`src/bridge_pkg.sv`:
```
// --------------------------------------------------------------------
// AXI4 to APB bridge definitions
// Widths, response codes and the request payloads held in the FIFOs
// --------------------------------------------------------------------
package bridge_pkg;

    // ----------------------------------------------------------------
    // Widths
    // ----------------------------------------------------------------
    localparam int ADDR_W     = 32;  // AXI and APB address
    localparam int AXI_DATA_W = 64;
    localparam int APB_DATA_W = 32;
    localparam int ID_W       = 4;
    localparam int FIFO_DEPTH = 4;   // Entries per channel FIFO

    // AXI size code of a full 8 byte access
    localparam logic [2:0] SIZE_64 = 3'd3;

    // ----------------------------------------------------------------
    // Response codes
    // ----------------------------------------------------------------
    localparam logic [1:0] RESP_OKAY   = 2'b00;
    localparam logic [1:0] RESP_SLVERR = 2'b10;

    // ----------------------------------------------------------------
    // Channel payloads
    // ----------------------------------------------------------------
    typedef struct packed {
        logic [ID_W-1:0]   id;
        logic [ADDR_W-1:0] addr;
        logic [7:0]        len;   // Single beat only
        logic [2:0]        size;
    } ar_req_t;

    // Write address has the same fields as read address
    typedef ar_req_t aw_req_t;

    typedef struct packed {
        logic [AXI_DATA_W-1:0] data;
        logic                  last;  // Always set for a single beat
    } w_beat_t;

endpackage

```
`src/chan_fifo.sv`:
```
`timescale 1ns/1ps
// --------------------------------------------------------------------
// Channel FIFO
// Small circular buffer between one AXI request channel and the
// APB sequencer, shared by the AW, W and AR channels
// --------------------------------------------------------------------
module chan_fifo
    import bridge_pkg::*;
#(
    parameter type payload_t = logic
) (
    input  logic     ACLK,
    input  logic     ARESETn,
    input  logic     push_i,
    input  payload_t push_data_i,
    input  logic     pop_i,
    output logic     not_full_o,
    output logic     head_valid_o,
    output payload_t head_data_o
);

    payload_t                          mem_q [FIFO_DEPTH];
    logic [$clog2(FIFO_DEPTH)-1:0]     wr_ptr_q;
    logic [$clog2(FIFO_DEPTH)-1:0]     rd_ptr_q;
    logic [$clog2(FIFO_DEPTH+1)-1:0]   count_q;

    assign not_full_o   = (count_q != FIFO_DEPTH);
    assign head_valid_o = (count_q != '0);
    assign head_data_o  = mem_q[rd_ptr_q];

    // ----------------------------------------------------------------
    // Pointers and fill level
    // ----------------------------------------------------------------
    always_ff @(posedge ACLK or negedge ARESETn) begin
        if (!ARESETn) begin
            wr_ptr_q <= '0;
            rd_ptr_q <= '0;
            count_q  <= '0;
        end else begin
            if (push_i) begin
                wr_ptr_q <= (wr_ptr_q == FIFO_DEPTH-1) ? '0 : wr_ptr_q + 1'b1;
            end
            if (pop_i) begin
                rd_ptr_q <= (rd_ptr_q == FIFO_DEPTH-1) ? '0 : rd_ptr_q + 1'b1;
            end
            case ({push_i, pop_i})
                2'b10:   count_q <= count_q + 1'b1;
                2'b01:   count_q <= count_q - 1'b1;
                default: count_q <= count_q;  // Idle or push with pop
            endcase
        end
    end

    // Storage
    always_ff @(posedge ACLK) begin
        if (push_i) begin
            mem_q[wr_ptr_q] <= push_data_i;
        end
    end

    // ----------------------------------------------------------------
    // Checks
    // ----------------------------------------------------------------
    a_no_overflow : assert property (@(posedge ACLK) disable iff (!ARESETn)
        push_i |-> not_full_o)
        else $error("chan_fifo push while full");

    a_no_underflow : assert property (@(posedge ACLK) disable iff (!ARESETn)
        pop_i |-> head_valid_o)
        else $error("chan_fifo pop while empty");

endmodule

```
`src/apb_sequencer.sv`:
```
`timescale 1ns/1ps
// --------------------------------------------------------------------
// APB sequencer
// Turns one AXI request into one or two 32-bit APB transfers and
// gathers the read words into a 64-bit beat
// --------------------------------------------------------------------
module apb_sequencer
    import bridge_pkg::*;
(
    input  logic                  ACLK,
    input  logic                  ARESETn,
    // Request heads
    input  logic                  ar_valid_i,
    input  ar_req_t               ar_req_i,
    input  logic                  aw_valid_i,
    input  aw_req_t               aw_req_i,
    input  logic                  w_valid_i,
    input  w_beat_t               w_beat_i,
    output logic                  ar_pop_o,
    output logic                  aw_pop_o,
    output logic                  w_pop_o,
    // Response slot status
    input  logic                  r_busy_i,
    input  logic                  b_busy_i,
    // APB
    output logic                  penable_o,
    output logic                  pwrite_o,
    output logic [ADDR_W-1:0]     paddr_o,
    output logic [APB_DATA_W-1:0] pwdata_o,
    input  logic [APB_DATA_W-1:0] prdata_i,
    input  logic                  pready_i,
    // Response loads
    output logic                  r_load_o,
    output logic [ID_W-1:0]       r_id_o,
    output logic [AXI_DATA_W-1:0] r_data_o,
    output logic                  b_load_o,
    output logic [ID_W-1:0]       b_id_o
);

    typedef enum logic [1:0] {ST_IDLE, ST_FIRST, ST_SECOND, ST_LOAD} state_e;

    state_e                state_q, state_d;
    logic                  wr_q;       // Held request is a write
    ar_req_t               req_q;      // Held id, address and size
    logic [AXI_DATA_W-1:0] wdata_q;
    logic [AXI_DATA_W-1:0] rdata_q;
    logic                  start_rd;
    logic                  start_wr;
    logic                  is_64;
    logic                  word_sel;   // Upper 32-bit half in use

    // Reads win over writes, a write needs both address and data
    assign start_rd = (state_q == ST_IDLE) && ar_valid_i && !r_busy_i;
    assign start_wr = (state_q == ST_IDLE) && !start_rd
                      && aw_valid_i && w_valid_i && !b_busy_i;

    assign is_64    = (req_q.size == SIZE_64);
    assign word_sel = (state_q == ST_SECOND) || (!is_64 && req_q.addr[2]);

    // ----------------------------------------------------------------
    // APB drive
    // ----------------------------------------------------------------
    assign penable_o = (state_q == ST_FIRST) || (state_q == ST_SECOND);
    assign pwrite_o  = wr_q;
    assign paddr_o   = {req_q.addr[ADDR_W-1:3], word_sel,
                        is_64 ? 2'b00 : req_q.addr[1:0]};  // Aligned word first
    assign pwdata_o  = wdata_q[word_sel*APB_DATA_W +: APB_DATA_W];

    // Load strobes double as FIFO pops
    assign r_load_o = (state_q == ST_LOAD) && !wr_q;
    assign b_load_o = (state_q == ST_LOAD) && wr_q;
    assign r_id_o   = req_q.id;
    assign b_id_o   = req_q.id;
    assign r_data_o = rdata_q;
    assign ar_pop_o = r_load_o;
    assign aw_pop_o = b_load_o;
    assign w_pop_o  = b_load_o;

    // ----------------------------------------------------------------
    // FSM
    // ----------------------------------------------------------------
    always_comb begin
        state_d = state_q;
        case (state_q)
            ST_IDLE: begin
                if (start_rd || start_wr) state_d = ST_FIRST;
            end
            ST_FIRST: begin
                if (pready_i) state_d = is_64 ? ST_SECOND : ST_LOAD;
            end
            ST_SECOND: begin
                if (pready_i) state_d = ST_LOAD;
            end
            default: state_d = ST_IDLE;  // Load lasts one cycle
        endcase
    end

    always_ff @(posedge ACLK or negedge ARESETn) begin
        if (!ARESETn) begin
            state_q <= ST_IDLE;
            wr_q    <= 1'b0;
        end else begin
            state_q <= state_d;
            if (start_rd || start_wr) wr_q <= start_wr;
        end
    end

    // Request capture and read word gathering
    always_ff @(posedge ACLK) begin
        if (start_rd) begin
            req_q   <= ar_req_i;
            rdata_q <= '0;  // Unused half of a narrow read reads as zero
        end else if (start_wr) begin
            req_q   <= aw_req_i;
            wdata_q <= w_beat_i.data;
        end else if (penable_o && pready_i && !wr_q) begin
            rdata_q[word_sel*APB_DATA_W +: APB_DATA_W] <= prdata_i;
        end
    end

    // ----------------------------------------------------------------
    // Single beat requests only
    // ----------------------------------------------------------------
    a_ar_single : assert property (@(posedge ACLK) disable iff (!ARESETn)
        start_rd |-> (ar_req_i.len == '0))
        else $error("AR len %0d unsupported, would need SLVERR (%0d)",
                    ar_req_i.len, RESP_SLVERR);

    a_aw_single : assert property (@(posedge ACLK) disable iff (!ARESETn)
        start_wr |-> (aw_req_i.len == '0) && w_beat_i.last)
        else $error("AW len %0d or missing WLAST unsupported, would need SLVERR (%0d)",
                    aw_req_i.len, RESP_SLVERR);

endmodule

```
`src/resp_slot.sv`:
```
`timescale 1ns/1ps
// --------------------------------------------------------------------
// Response stage
// Holds one R beat and one B beat until the AXI master takes them
// --------------------------------------------------------------------
module resp_slot
    import bridge_pkg::*;
(
    input  logic                  ACLK,
    input  logic                  ARESETn,
    // From the sequencer
    input  logic                  r_load_i,
    input  logic [ID_W-1:0]       r_id_i,
    input  logic [AXI_DATA_W-1:0] r_data_i,
    input  logic                  b_load_i,
    input  logic [ID_W-1:0]       b_id_i,
    output logic                  r_busy_o,
    // AXI read data
    output logic                  rvalid_o,
    output logic [ID_W-1:0]       rid_o,
    output logic [AXI_DATA_W-1:0] rdata_o,
    output logic [1:0]            rresp_o,
    output logic                  rlast_o,
    input  logic                  rready_i,
    // AXI write response
    output logic                  bvalid_o,
    output logic [ID_W-1:0]       bid_o,
    output logic [1:0]            bresp_o,
    input  logic                  bready_i
);

    logic r_full_q;
    logic b_full_q;

    assign r_busy_o = r_full_q;
    assign rvalid_o = r_full_q;
    assign rlast_o  = r_full_q;    // Every beat is the last one
    assign rresp_o  = RESP_OKAY;
    assign bvalid_o = b_full_q;
    assign bresp_o  = RESP_OKAY;

    // ----------------------------------------------------------------
    // Full flags
    // ----------------------------------------------------------------
    always_ff @(posedge ACLK or negedge ARESETn) begin
        if (!ARESETn) begin
            r_full_q <= 1'b0;
            b_full_q <= 1'b0;
        end else begin
            if (r_load_i)      r_full_q <= 1'b1;
            else if (rready_i) r_full_q <= 1'b0;  // Slot empties on handshake
            if (b_load_i)      b_full_q <= 1'b1;
            else if (bready_i) b_full_q <= 1'b0;
        end
    end

    // Payload
    always_ff @(posedge ACLK) begin
        if (r_load_i) begin
            rid_o   <= r_id_i;
            rdata_o <= r_data_i;
        end
        if (b_load_i) bid_o <= b_id_i;
    end

    // The sequencer must see busy before starting another request
    a_r_no_overwrite : assert property (@(posedge ACLK) disable iff (!ARESETn)
        r_load_i |-> !r_full_q)
        else $error("R slot loaded while full");

    a_b_no_overwrite : assert property (@(posedge ACLK) disable iff (!ARESETn)
        b_load_i |-> !b_full_q)
        else $error("B slot loaded while full");

endmodule

```
`src/axi2apb_bridge.sv`:
```
`timescale 1ns/1ps
// --------------------------------------------------------------------
// AXI4 to APB bridge
// 64-bit single beat AXI4 slave to 32-bit APB master
// --------------------------------------------------------------------
module axi2apb_bridge
    import bridge_pkg::*;
(
    input  logic                  ACLK,
    input  logic                  ARESETn,
    // AXI write address
    input  logic                  awvalid_i,
    output logic                  awready_o,
    input  logic [ID_W-1:0]       awid_i,
    input  logic [ADDR_W-1:0]     awaddr_i,
    input  logic [7:0]            awlen_i,
    input  logic [2:0]            awsize_i,
    // AXI write data
    input  logic                  wvalid_i,
    output logic                  wready_o,
    input  logic [AXI_DATA_W-1:0] wdata_i,
    input  logic                  wlast_i,
    // AXI write response
    output logic                  bvalid_o,
    input  logic                  bready_i,
    output logic [ID_W-1:0]       bid_o,
    output logic [1:0]            bresp_o,
    // AXI read address
    input  logic                  arvalid_i,
    output logic                  arready_o,
    input  logic [ID_W-1:0]       arid_i,
    input  logic [ADDR_W-1:0]     araddr_i,
    input  logic [7:0]            arlen_i,
    input  logic [2:0]            arsize_i,
    // AXI read data
    output logic                  rvalid_o,
    input  logic                  rready_i,
    output logic [ID_W-1:0]       rid_o,
    output logic [AXI_DATA_W-1:0] rdata_o,
    output logic [1:0]            rresp_o,
    output logic                  rlast_o,
    // APB
    output logic                  penable_o,
    output logic                  pwrite_o,
    output logic [ADDR_W-1:0]     paddr_o,
    output logic [APB_DATA_W-1:0] pwdata_o,
    input  logic [APB_DATA_W-1:0] prdata_i,
    input  logic                  pready_i
);

    // ----------------------------------------------------------------
    // Internal wiring
    // ----------------------------------------------------------------
    aw_req_t               aw_in, aw_head;
    ar_req_t               ar_in, ar_head;
    w_beat_t               w_in, w_head;
    logic                  aw_valid, w_valid, ar_valid;
    logic                  aw_pop, w_pop, ar_pop;
    logic                  r_busy, b_busy;
    logic                  r_load, b_load;
    logic [ID_W-1:0]       r_id, b_id;
    logic [AXI_DATA_W-1:0] r_data;

    assign aw_in = '{id: awid_i, addr: awaddr_i, len: awlen_i, size: awsize_i};
    assign ar_in = '{id: arid_i, addr: araddr_i, len: arlen_i, size: arsize_i};
    assign w_in  = '{data: wdata_i, last: wlast_i};

    // Input side
    chan_fifo #(.payload_t(aw_req_t)) aw_fifo (
        .ACLK, .ARESETn,
        .push_i (awvalid_i & awready_o), .push_data_i (aw_in), .pop_i (aw_pop),
        .not_full_o (awready_o), .head_valid_o (aw_valid), .head_data_o (aw_head)
    );

    chan_fifo #(.payload_t(w_beat_t)) w_fifo (
        .ACLK, .ARESETn,
        .push_i (wvalid_i & wready_o), .push_data_i (w_in), .pop_i (w_pop),
        .not_full_o (wready_o), .head_valid_o (w_valid), .head_data_o (w_head)
    );

    chan_fifo #(.payload_t(ar_req_t)) ar_fifo (
        .ACLK, .ARESETn,
        .push_i (arvalid_i & arready_o), .push_data_i (ar_in), .pop_i (ar_pop),
        .not_full_o (arready_o), .head_valid_o (ar_valid), .head_data_o (ar_head)
    );

    // Processing
    apb_sequencer u_seq (
        .ACLK, .ARESETn,
        .ar_valid_i (ar_valid), .ar_req_i (ar_head),
        .aw_valid_i (aw_valid), .aw_req_i (aw_head),
        .w_valid_i  (w_valid),  .w_beat_i (w_head),
        .ar_pop_o (ar_pop), .aw_pop_o (aw_pop), .w_pop_o (w_pop),
        .r_busy_i (r_busy), .b_busy_i (b_busy),
        .penable_o, .pwrite_o, .paddr_o, .pwdata_o, .prdata_i, .pready_i,
        .r_load_o (r_load), .r_id_o (r_id), .r_data_o (r_data),
        .b_load_o (b_load), .b_id_o (b_id)
    );

    // Output side
    resp_slot u_resp (
        .ACLK, .ARESETn,
        .r_load_i (r_load), .r_id_i (r_id), .r_data_i (r_data),
        .b_load_i (b_load), .b_id_i (b_id), .r_busy_o (r_busy),
        .rvalid_o, .rid_o, .rdata_o, .rresp_o, .rlast_o, .rready_i,
        .bvalid_o, .bid_o, .bresp_o, .bready_i
    );

    assign b_busy = bvalid_o;  // B slot full flag drives bvalid

endmodule

```
`config.mk`:
```
export PLATFORM = sky130hd
export DESIGN_NAME = axi2apb_bridge
export DESIGN_NICKNAME = d
export VERILOG_FILES = /design/src/bridge_pkg.sv /design/src/chan_fifo.sv /design/src/apb_sequencer.sv /design/src/resp_slot.sv /design/src/axi2apb_bridge.sv
export SDC_FILE = /design/constraint.sdc
export NUM_CORES = 1
export LEC_CHECK = 0
export BUFFER_PORTS_ARGS = -buffer_cell sky130_fd_sc_hd__buf_2
export CORE_MARGIN = 2
export CORE_UTILIZATION = 39
export CTS_BUF_LIST = sky130_fd_sc_hd__clkbuf_4
export CTS_CLUSTER_SIZE = 10
export DETAILED_ROUTE_END_ITERATION = 16
export MAX_ROUTING_LAYER = met4
export PLACE_DENSITY = 0.63
export SETUP_SLACK_MARGIN = 0.1
export SYNTH_ARGS = -nofsm -noshare
export SYNTH_HDL_FRONTEND = slang
export SYNTH_HIERARCHICAL = 1
export SYNTH_SLANG_ARGS = --single-unit
```
`constraint.sdc`:
```
create_clock -name ACLK -period 7.2 [get_ports ACLK]
set_input_delay 0 -clock ACLK [delete_from_list [all_inputs] [get_ports ACLK]]
set_output_delay 0 -clock ACLK [all_outputs]
set_load 0.02 [all_outputs]
```
# Word-level counts from Yosys, hierarchy flattened
# Memory sizes are Yosys's and may differ from the RTL's. A register that Yosys moved wholly into a read port is not among the register bits.
# Index checks and enable logic that the tools add are counted.
[classes]
div_mod_pow = 0
n_reduce_logical = 32
n_eq_ne = 22
addsub = 13
n_lt_le_gt_ge = 0
multipliers = 0
mux = 28
shift = 3
bitwise = 5
[op_table]
columns = ["cell", "n"]
rows = [
  ["two-way mux 47 bit", 2],
  ["bitwise mux 64 bit", 1],
  ["variable shift 32 x 34 -> 64 bit, first input constant", 1],
  ["variable part select 32 x 34 -> 64 bit", 1],
  ["variable part select 64 x 7 -> 32 bit", 1],
  ["negation 6 -> 34 bit", 1],
  ["== test 2 bit, second input constant", 11],
  ["two-way mux 2 bit", 10],
  ["one-hot mux 3 bit (2 select lines)", 3],
  ["adder 2 x 1 -> 2 bit, second input constant", 6],
  ["nonzero test 2 bit", 6],
  ["logical AND 1 bit", 11],
  ["two-way mux 1 bit", 11],
  ["adder 3 x 1 -> 3 bit, second input constant", 3],
  ["inequality test 3 bit, second input constant", 3],
  ["nonzero test 3 bit", 3],
  ["subtractor 3 x 1 -> 3 bit, second input constant", 3],
  ["== test 2 x 1 -> 1 bit, second input constant", 4],
  ["inequality test 2 bit, second input constant", 3],
  ["one-hot mux 2 bit (3 select lines)", 1],
  ["logical NOT 1 bit", 5],
  ["AND reduction 2 bit", 2],
  ["AND 1 bit", 3],
  ["== test 3 x 2 -> 1 bit, second input constant", 1],
  ["4 further kinds", 7],
]
[totals]
ram_bits = 636
input_bits = 199
output_inout_bits = 148
latch_bits = 0
mem_bits_ro = 0
regBits = 201
n_memories = 3
word_cells = 126
[mem_list]
columns = ["name", "depth", "width", "read_ports", "rd_ports_with_merged_regs", "wr", "line", "source"]
rows = [
  ["w_fifo.mem_q", 4, 65, 1, 1, 1, "chan_fifo.sv:22", "payload_t mem_q [FIFO_DEPTH];"],
  ["ar_fifo.mem_q", 4, 47, 1, 0, 1, "chan_fifo.sv:22", ""],
  ["aw_fifo.mem_q", 4, 47, 1, 0, 1, "chan_fifo.sv:22", ""],
]

# Logic depth before layout (Yosys ltp)
# Gate-level depths: netlist (run 1).
[logic_depth]
depth_word = 11
mapped_depth = 10
mapped_depth_nobuf = 10

# Cells and area by module
# Netlist (run 1), hierarchy kept.
[modules_own_cells]
columns = ["module", "cells_per_inst", "instances", "area_per_inst_um2"]
rows = [
  ["chan_fifo at ar_fifo ...", 284, 2, 7223.2],
  ["chan_fifo at w_fifo", 378, 1, 9833.2],
  ["apb_sequencer", 506, 1, 6957.9],
  ["resp_slot", 85, 1, 2283.4],
  ["axi2apb_bridge", 3, 1, 18.8],
]

# Worst setup path before layout (run 1)
# OpenSTA, ideal clock, no wires.
[synth_timing]
kind = "register -> register"
from = "register ar_fifo.count_q[0]"
to = "register u_seq.wdata_q[0], read port of w_fifo.mem_q, enable pin"
n_path_buf = 1
setup_ns = 0.487
arrival_time_ns = 3.667
required_time_ns = 6.713
path_slack_ns = 3.046
period_less_slack_ns = 4.154
stages_incl_launch_ff = 5
path_cell_list = "dfrtp_1 -> or3_1 -> nor2b_1 -> buf_2 -> nor2_1"
[synth_between]
elab_chain_len = 9
elab_cells_between_ends = 10
[synth_rtl]
columns = ["element", "line", "source"]
rows = [
  ["from (decl)", "chan_fifo.sv:25", "logic [$clog2(FIFO_DEPTH+1)-1:0] count_q;"],
  ["from (signal assigned)", "chan_fifo.sv:47", "2'b10: count_q <= count_q + 1'b1;"],
  ["from (signal assigned)", "chan_fifo.sv:48", "2'b01: count_q <= count_q - 1'b1;"],
  ["from (signal assigned)", "chan_fifo.sv:49", "default: count_q <= count_q;"],
  ["nonzero test 3 bit *", "chan_fifo.sv:28", "assign head_valid_o = (count_q != '0);"],
  ["net ar_valid", "axi2apb_bridge.sv:57", "logic aw_valid, w_valid, ar_valid;"],
  ["logical AND 1 bit * (2 in a row)", "apb_sequencer.sv:53", "assign start_rd = (state_q == ST_IDLE) && ar_valid_i && !r_busy_i;"],
  ["logical NOT 1 bit", "apb_sequencer.sv:54", "assign start_wr = (state_q == ST_IDLE) && !start_rd"],
  ["logical AND 1 bit", "apb_sequencer.sv:54", ""],
  ["logical AND 1 bit (3 in a row)", "apb_sequencer.sv:55", "&& aw_valid_i && w_valid_i && !b_busy_i;"],
  ["AND reduction 2 bit (no source line) *", "-", ""],
  ["to (decl)", "apb_sequencer.sv:45", "logic [AXI_DATA_W-1:0] wdata_q;"],
]
# Mark *: on every way through the listed nets, which the timed path passes. The rest lies on a longest branch.
# A chain may end at the register's enable or synchronous reset.

# Final worst setup path (run 1)
[layout_timing]
from = "register u_seq.state_q[0]"
to = "register u_seq.rdata_q[26], in the netlist u_seq/r_data_o[26]"
[layout_between]
elab_chain_len = 10
elab_cells_between_ends = 20
[layout_rtl]
columns = ["element", "line", "source"]
rows = [
  ["from (decl)", "apb_sequencer.sv:42", "state_e state_q, state_d;"],
  ["from (signal assigned)", "apb_sequencer.sv:103", "state_q <= state_d;"],
  ["branches (longest 10 deep; another with negation 6 -> 34 bit)", "-", ""],
  ["to (signal, indexed assignment)", "apb_sequencer.sv:117", "rdata_q[word_sel*APB_DATA_W +: APB_DATA_W] <= prdata_i;"],
  ["to (decl)", "apb_sequencer.sv:46", "logic [AXI_DATA_W-1:0] rdata_q;"],
]
# Several ways; the timed one is not identified.

==> results of run 1 <==
power breakdown:
group / leakage (nW) / internal, mW / switching, mW / total [mW]
logic: 5.03 / 1.89 / 2.72 / 4.60
registers: 7.66 / 6.73 / 0.358 / 7.09
clock network: 1.58 / 2.00 / 1.94 / 3.94
total: 14.3 / 10.6 / 5.02 / 15.6
tightest hold or removal path: cells and delay by family:
kind | cells | cell delay [ns]
buf+inv | 2 | 0.67
simple gates | 1 | 0.33
compound gates | 1 | 0.13
per-layer routing:
layer,share of wire [%],routed length (um)
met2,52,34870
met1,41,27330
met3,5.5,3678
met5,0,0
met4,2.3,1527
path summary, 6_finish.rpt:
check,startpoint,to,cells after the start
worst max-delay path,u_seq/state_q[0],u_seq/r_data_o[26],9
worst min-delay path,arvalid_i,ar_fifo/wr_ptr_q[0],4
worst max register to register,u_seq/state_q[0],u_seq/r_data_o[26],9
worst min register to register,u_seq/r_data_o[61],u_resp/rdata_o[61],0
max in group asynchronous,ARESETn,w_fifo/rd_ptr_q[0],5
min in group asynchronous,ARESETn,u_resp/r_busy_o,5
repair_timing:
action                    CTS  global route
hold buffers              364             0
resized for setup           0             0
hold endpoints to repair  717             0
per-stage QoR:
stage | worst slack (ns) | power [mW]
detailed placement | 3.917 | 11.76
floorplan | 3.046 | 10.52
CTS | 3.555 | 15.91
global route | 3.422 | 16.50
global placement | 3.942 | 11.59
finish | 3.634 | 15.63
cell type report:
cell class	count	area, sq um	share of cell area [%]
sequential	833	24250	60.88
antenna	11	27.53	0.06910
tap	1050	1314	3.298
timing repair buffer	715	5475	13.74
clock inverter	70	481.7	1.209
multi-input combinational	485	5983	15.02
clock buffer	294	2207	5.541
inverter	25	93.84	0.2356
state kept, by name (all words and copies together), names as in the netlist, 6 cells and up:
register and cells:
u_resp/rdata_o 64, ar_fifo/mem_q 156, aw_fifo/mem_q 156, u_seq/paddr_o 29, u_seq/r_data_o 64, u_seq/wdata_q 64, u_seq/req_q 6, w_fifo/mem_q 256
==> run summary, run 1 <==
DR DRC count: 0
Worst path bufs/invs: 5
Syn_area_per_cell: 21.38 sq um
CP max stage delay: 0.60 ns
Max-cap viol count: 0
RD Place Congestion: 0.7508
Final core utilization: 50.43%
Status: finished clean
Final Net Count: 2,491
Cells after Synth: 1,455
Average wire per standard cell: 19.35 um
Die Span X: 286.5 um
Total track usage: 17.05%
Top Usage Layer GRT: met2
CTS buffer count: 206
IO Pins: 347
Num rows: 103
Peak supply drop: 0.0002385 V
Die Ht: 286.5 um
Met2 usage: 28.56%
Most Frequent Cell on Critical Path: buf_4
Die area: 82,060 sq um
Unrepaired setup endpoints after global routing: false
CTS tree: yes
Largest net degree at the start of global routing: 82
Core area: 79,000 sq um
Setup total negative slack: 0 ns
CTS clock-pin slew for the worst setup and hold paths: 0.07 ns
Pwr per Cell Area: 392.4 nW/um^2
Kind of cell adding the most delay to the critical path: buffers and inverters
Period utilisation layout: 49.52%
Commonest non-fill, non-tap cell in the layout: edfxtp_1
Placed cell area: 33,470 sq um
TritonCTS Sinks: 833
Initial antenna violation count: 10
Initial DRC count: 777
Vias in the first global route: 18,250
Worst setup SP type: flop
CTS root buffer: clkbuf_4
Remaining Overflow, GRT: 0
Postcts setup bufs: 0
Placed wire-length estimate: 36,390 um
Yosys Warn Count: 6
I/O Buffers: 325
Most frequent cells in the layout: edfxtp_1 (743), dlygate4sd3_1 (363), buf_2 (325), clkbuf_4 (294), mux4_2 (138)
Final setup vio count: 0
Fin cells: 3,483
Final slew viol count: 0
Setup slack, reg-to-reg: 3.63 ns
First-pass GRT wire length: 102,100 um
Fmax: 280.5 MHz
H-tree Lvls: 4
Mapped cell area: 31,110 sq um
Slew headroom: 30.95%
Routed wire length: 67,410 um
Via Count: 16,650
Hold Slack: 0.1916 ns
Worst slew pin tran: 1.036 ns
CP max-delay cell: or2_1
Final min period: 3.566 ns
DR vias/cell: 4.780
Met3 Track Usage GR: 4.595%
Layout cells sized above 1: 37.82%
CP arrival: 4.54 ns
Met1 Use GR: 19.55%
Final Instance Area: 39,840 sq um
Routed Antenna Nets: 0
Hold WC Path Type: in2reg
CP Max Fanout: 34
Clk_lat worst skew: 1.04 ns
CP Capture Type: flop
CTS Buffer Depth: 3
Final hold vios: 0
CP Data Required Time: 8.18 ns
Leakage Power: 14.28 nW
Layout fillers: 6,403
Critical-path cell list: inv_1 -> ha_1 -> a21oi_4 -> buf_4 -> inv_2 -> or2_1 -> buf_4 -> o21ai_1 -> dlygate4sd3_1
Setup Skew: 0.09386 ns
Area growth syn-to-layout: 28.03%
Initial core utilization: 39.39%
Router iterations before antenna repair: 5
Dpl cells: 2,744
Crit Path Category: reg2reg
Note: power is estimated with default switching activity, not from simulation.
==> run 2: changes to the inputs <==
==> constraint.sdc (replaced) <==
create_clock -name ACLK -period 3.6 [get_ports ACLK]
set_input_delay 0 -clock ACLK [delete_from_list [all_inputs] [get_ports ACLK]]
set_output_delay 0 -clock ACLK [all_outputs]
set_load 0.02 [all_outputs]
==> run 2 against run 1 <==
Effect of this change:
- routed wire length up 1.9%
- clock skew increased by 0.035 ns
- combinational power is 100% higher
- clock-buffer cell count rose by 1
- sequential share of layout area fell by 0.58 points
- die area stayed put
- worst hold slack got worse by 0.033 ns
- critical path depth fell by 3
- via count rose by 1.9%
- worst setup slack lost 3.1 ns
- power rose by 100%
==> run summary, run 2 (synthesis results as in run 1) <==
Hold Crit Start: arvalid_i
Die area: 82,060 sq um
IO Pins: 347
Worst slew pin tran: 1.002 ns
Total track usage: 17.43%
CTS root buffer: clkbuf_4
Layout fillers: 6,382
Num rows: 103
Placed wire-length estimate: 39,980 um
Largest net degree at the start of global routing: 72
Max FFs per register: 256
Worst slack, placed: 1.091 ns
Area growth syn-to-layout: 29.25%
Hold Crit Depth: 5
Status: finished clean
Logic gate share of total power: 29.0%
CP Max Fanout: 29
Layout cells sized above 1: 37.83%
Final min period: 3.038 ns
Final slew viol count: 0
CP arrival: 3.04 ns
Kind of cell adding the most delay to the critical path: buffers and inverters
CTS buffer count: 209
Final setup vio count: 0
DR DRC count: 0
Commonest non-fill, non-tap cell in the layout: edfxtp_1
Setup slack, reg-to-reg: 0.68 ns
I/O Buffers: 325
Slew headroom: 33.19%
CP max-delay cell: dfrtp_1
Period utilisation layout: 84.40%
Worst R2R Path Depth: 7
Worst Hold Path EP: ar_fifo/wr_ptr_q[1]
Most frequent cells in the layout: edfxtp_1 (743), dlygate4sd3_1 (364), buf_2 (325), clkbuf_4 (295), mux4_2 (138)
CP max stage delay: 0.43 ns
Initial DRC count: 875
CP Capture Type: output port
CTS tree: yes
Initial antenna violation count: 9
Hold WC Path Type: in2reg
Final Net Count: 2,507
Clk_lat worst skew: 1.07 ns
Die Span X: 286.5 um
Unrepaired setup endpoints after global routing: false
H-tree Lvls: 4
Biggest regs: w_fifo/mem_q: 256 flops, ar_fifo/mem_q: 156 flops, aw_fifo/mem_q: 156 flops
Vias in the first global route: 18,710
CTS clock-pin slew for the worst setup and hold paths: 0.06 ns
Worst setup SP type: flop
Worst path bufs/invs: 3
Top reg by flops: w_fifo/mem_q
Final hold vios: 0
Critical-path cell list: inv_1 -> ha_1 -> a21oi_4 -> buf_12 -> mux2_2 -> buf_2
Peak supply drop: 0.0005459 V
Pwr per Cell Area: 788.3 nW/um^2
Total net switching power: 10.22 mW
RR Startpoint: ar_fifo/count_q[0]
Die Ht: 286.5 um
DR vias/cell: 4.826
Remaining Overflow, GRT: 0
PnR worst setup slack: 0.5616 ns
Net Sw Frac: 32.24%
Setup Skew: 0.1285 ns
Max-cap viol count: 0
Via Count: 16,960
Seq pwr share: 45.6%
Critical R2R Capture: u_seq/r_data_o[39]
RD Place Congestion: 0.7380
Leakage Power: 14.43 nW
Fmax: 329.1 MHz
Average wire per standard cell: 19.55 um
TritonCTS Sinks: 833
Int Power: 21.48 mW
Routed wire length: 68,690 um
Router iterations before antenna repair: 7
CP Data Required Time: 3.60 ns
CTS Buffer Depth: 3
Setup total negative slack: 0 ns
Power share of the clock group: 25.3%
Initial core utilization: 39.39%
Core area: 79,000 sq um
Routed Antenna Nets: 0
First-pass GRT wire length: 105,300 um
Hold Slack: 0.1585 ns
Crit Path Category: reg2out
==> run 2: cell count changes in the layout (fill, tap and decap cells not counted), sizes merged <==
cell | before | now
clkinv | 57 | 75
buf | 352 | 364
clkbuf | 294 | 295
dlygate4sd3 | 363 | 364
inv | 36 | 35
==> run 2: per-stage QoR <==
stage,instance area (sq um),instances,utilization [%],power [mW]
after floorplan,31130,1458,-,21.03
after global placement,33740,2756,42.71,23.43
after detailed placement,33740,2756,42.71,23.72
after CTS,40190,3503,50.87,32.20
after global routing,40220,3514,50.91,33.47
final,40220,3514,50.91,31.71
==> run 2: cell type report <==
type	count	area (sq um)	share of cell area [%]
inverter	25	93.84	0.2333
clock buffer	295	2215	5.507
sequential	833	24250	60.31
clock inverter	87	568.0	1.412
multi-input combinational	485	5983	14.88
timing repair buffer	728	5763	14.33
tap	1050	1314	3.267
antenna	11	27.53	0.06844
==> run 2: timing repair <==
| item | CTS | global route |
|---|---|---|
| hold buffers | 365 | 0 |
| gates resized for setup | 0 | 0 |
| setup buffers | 0 | 0 |
| hold endpoints to repair | 855 | 0 |
==> run 2: power groups by stage <==
stage               sequential [mW]  combinational [mW]  clock, mW
CTS                            14.5                9.39       8.30
finish                         14.5                9.21       8.03
global placement               14.6                8.85          0
floorplan                      14.4                6.63          0
global route                   14.7                9.95       8.82
detailed placement             14.7                9.02          0
==> run 2: worst register-to-register path, delay by kind of cell (launching register included) <==
family	cells	cell delay, ns
mux	1	0.32
simple gates	3	0.82
flops	1	0.39
compound gates	1	0.23
buf+inv	2	1.10
==> run 2: per-layer routing <==
| metal | GRT usage, % | share of wire, % | up-vias |
|---|---|---|---|
| met5 | - | 0 | - |
| met3 | 4.690 | 5.6 | 117 |
| met2 | 29.03 | 52 | 484 |
| li1 | - | - | 7634 |
| met4 | 6.387 | 1.9 | 0 |
| met1 | 20.28 | 41 | 8725 |
==> run 2: worst max-delay path by stage <==
stage / from / end / slack (ns) / depth (start not counted)
after detailed placement: ar_fifo/count_q[0] / u_seq/paddr_o[21] / 1.09 / 5
after floorplan: ar_fifo/count_q[0] / u_seq/wdata_q[0] / 0.51 / 4
final: u_seq/state_q[0] / pwdata_o[2] / 0.56 / 6
after global routing: u_seq/state_q[0] / pwdata_o[2] / 0.33 / 6
after global placement: ar_fifo/count_q[0] / u_seq/paddr_o[16] / 1.10 / 5
after CTS: u_seq/state_q[0] / pwdata_o[2] / 0.38 / 6
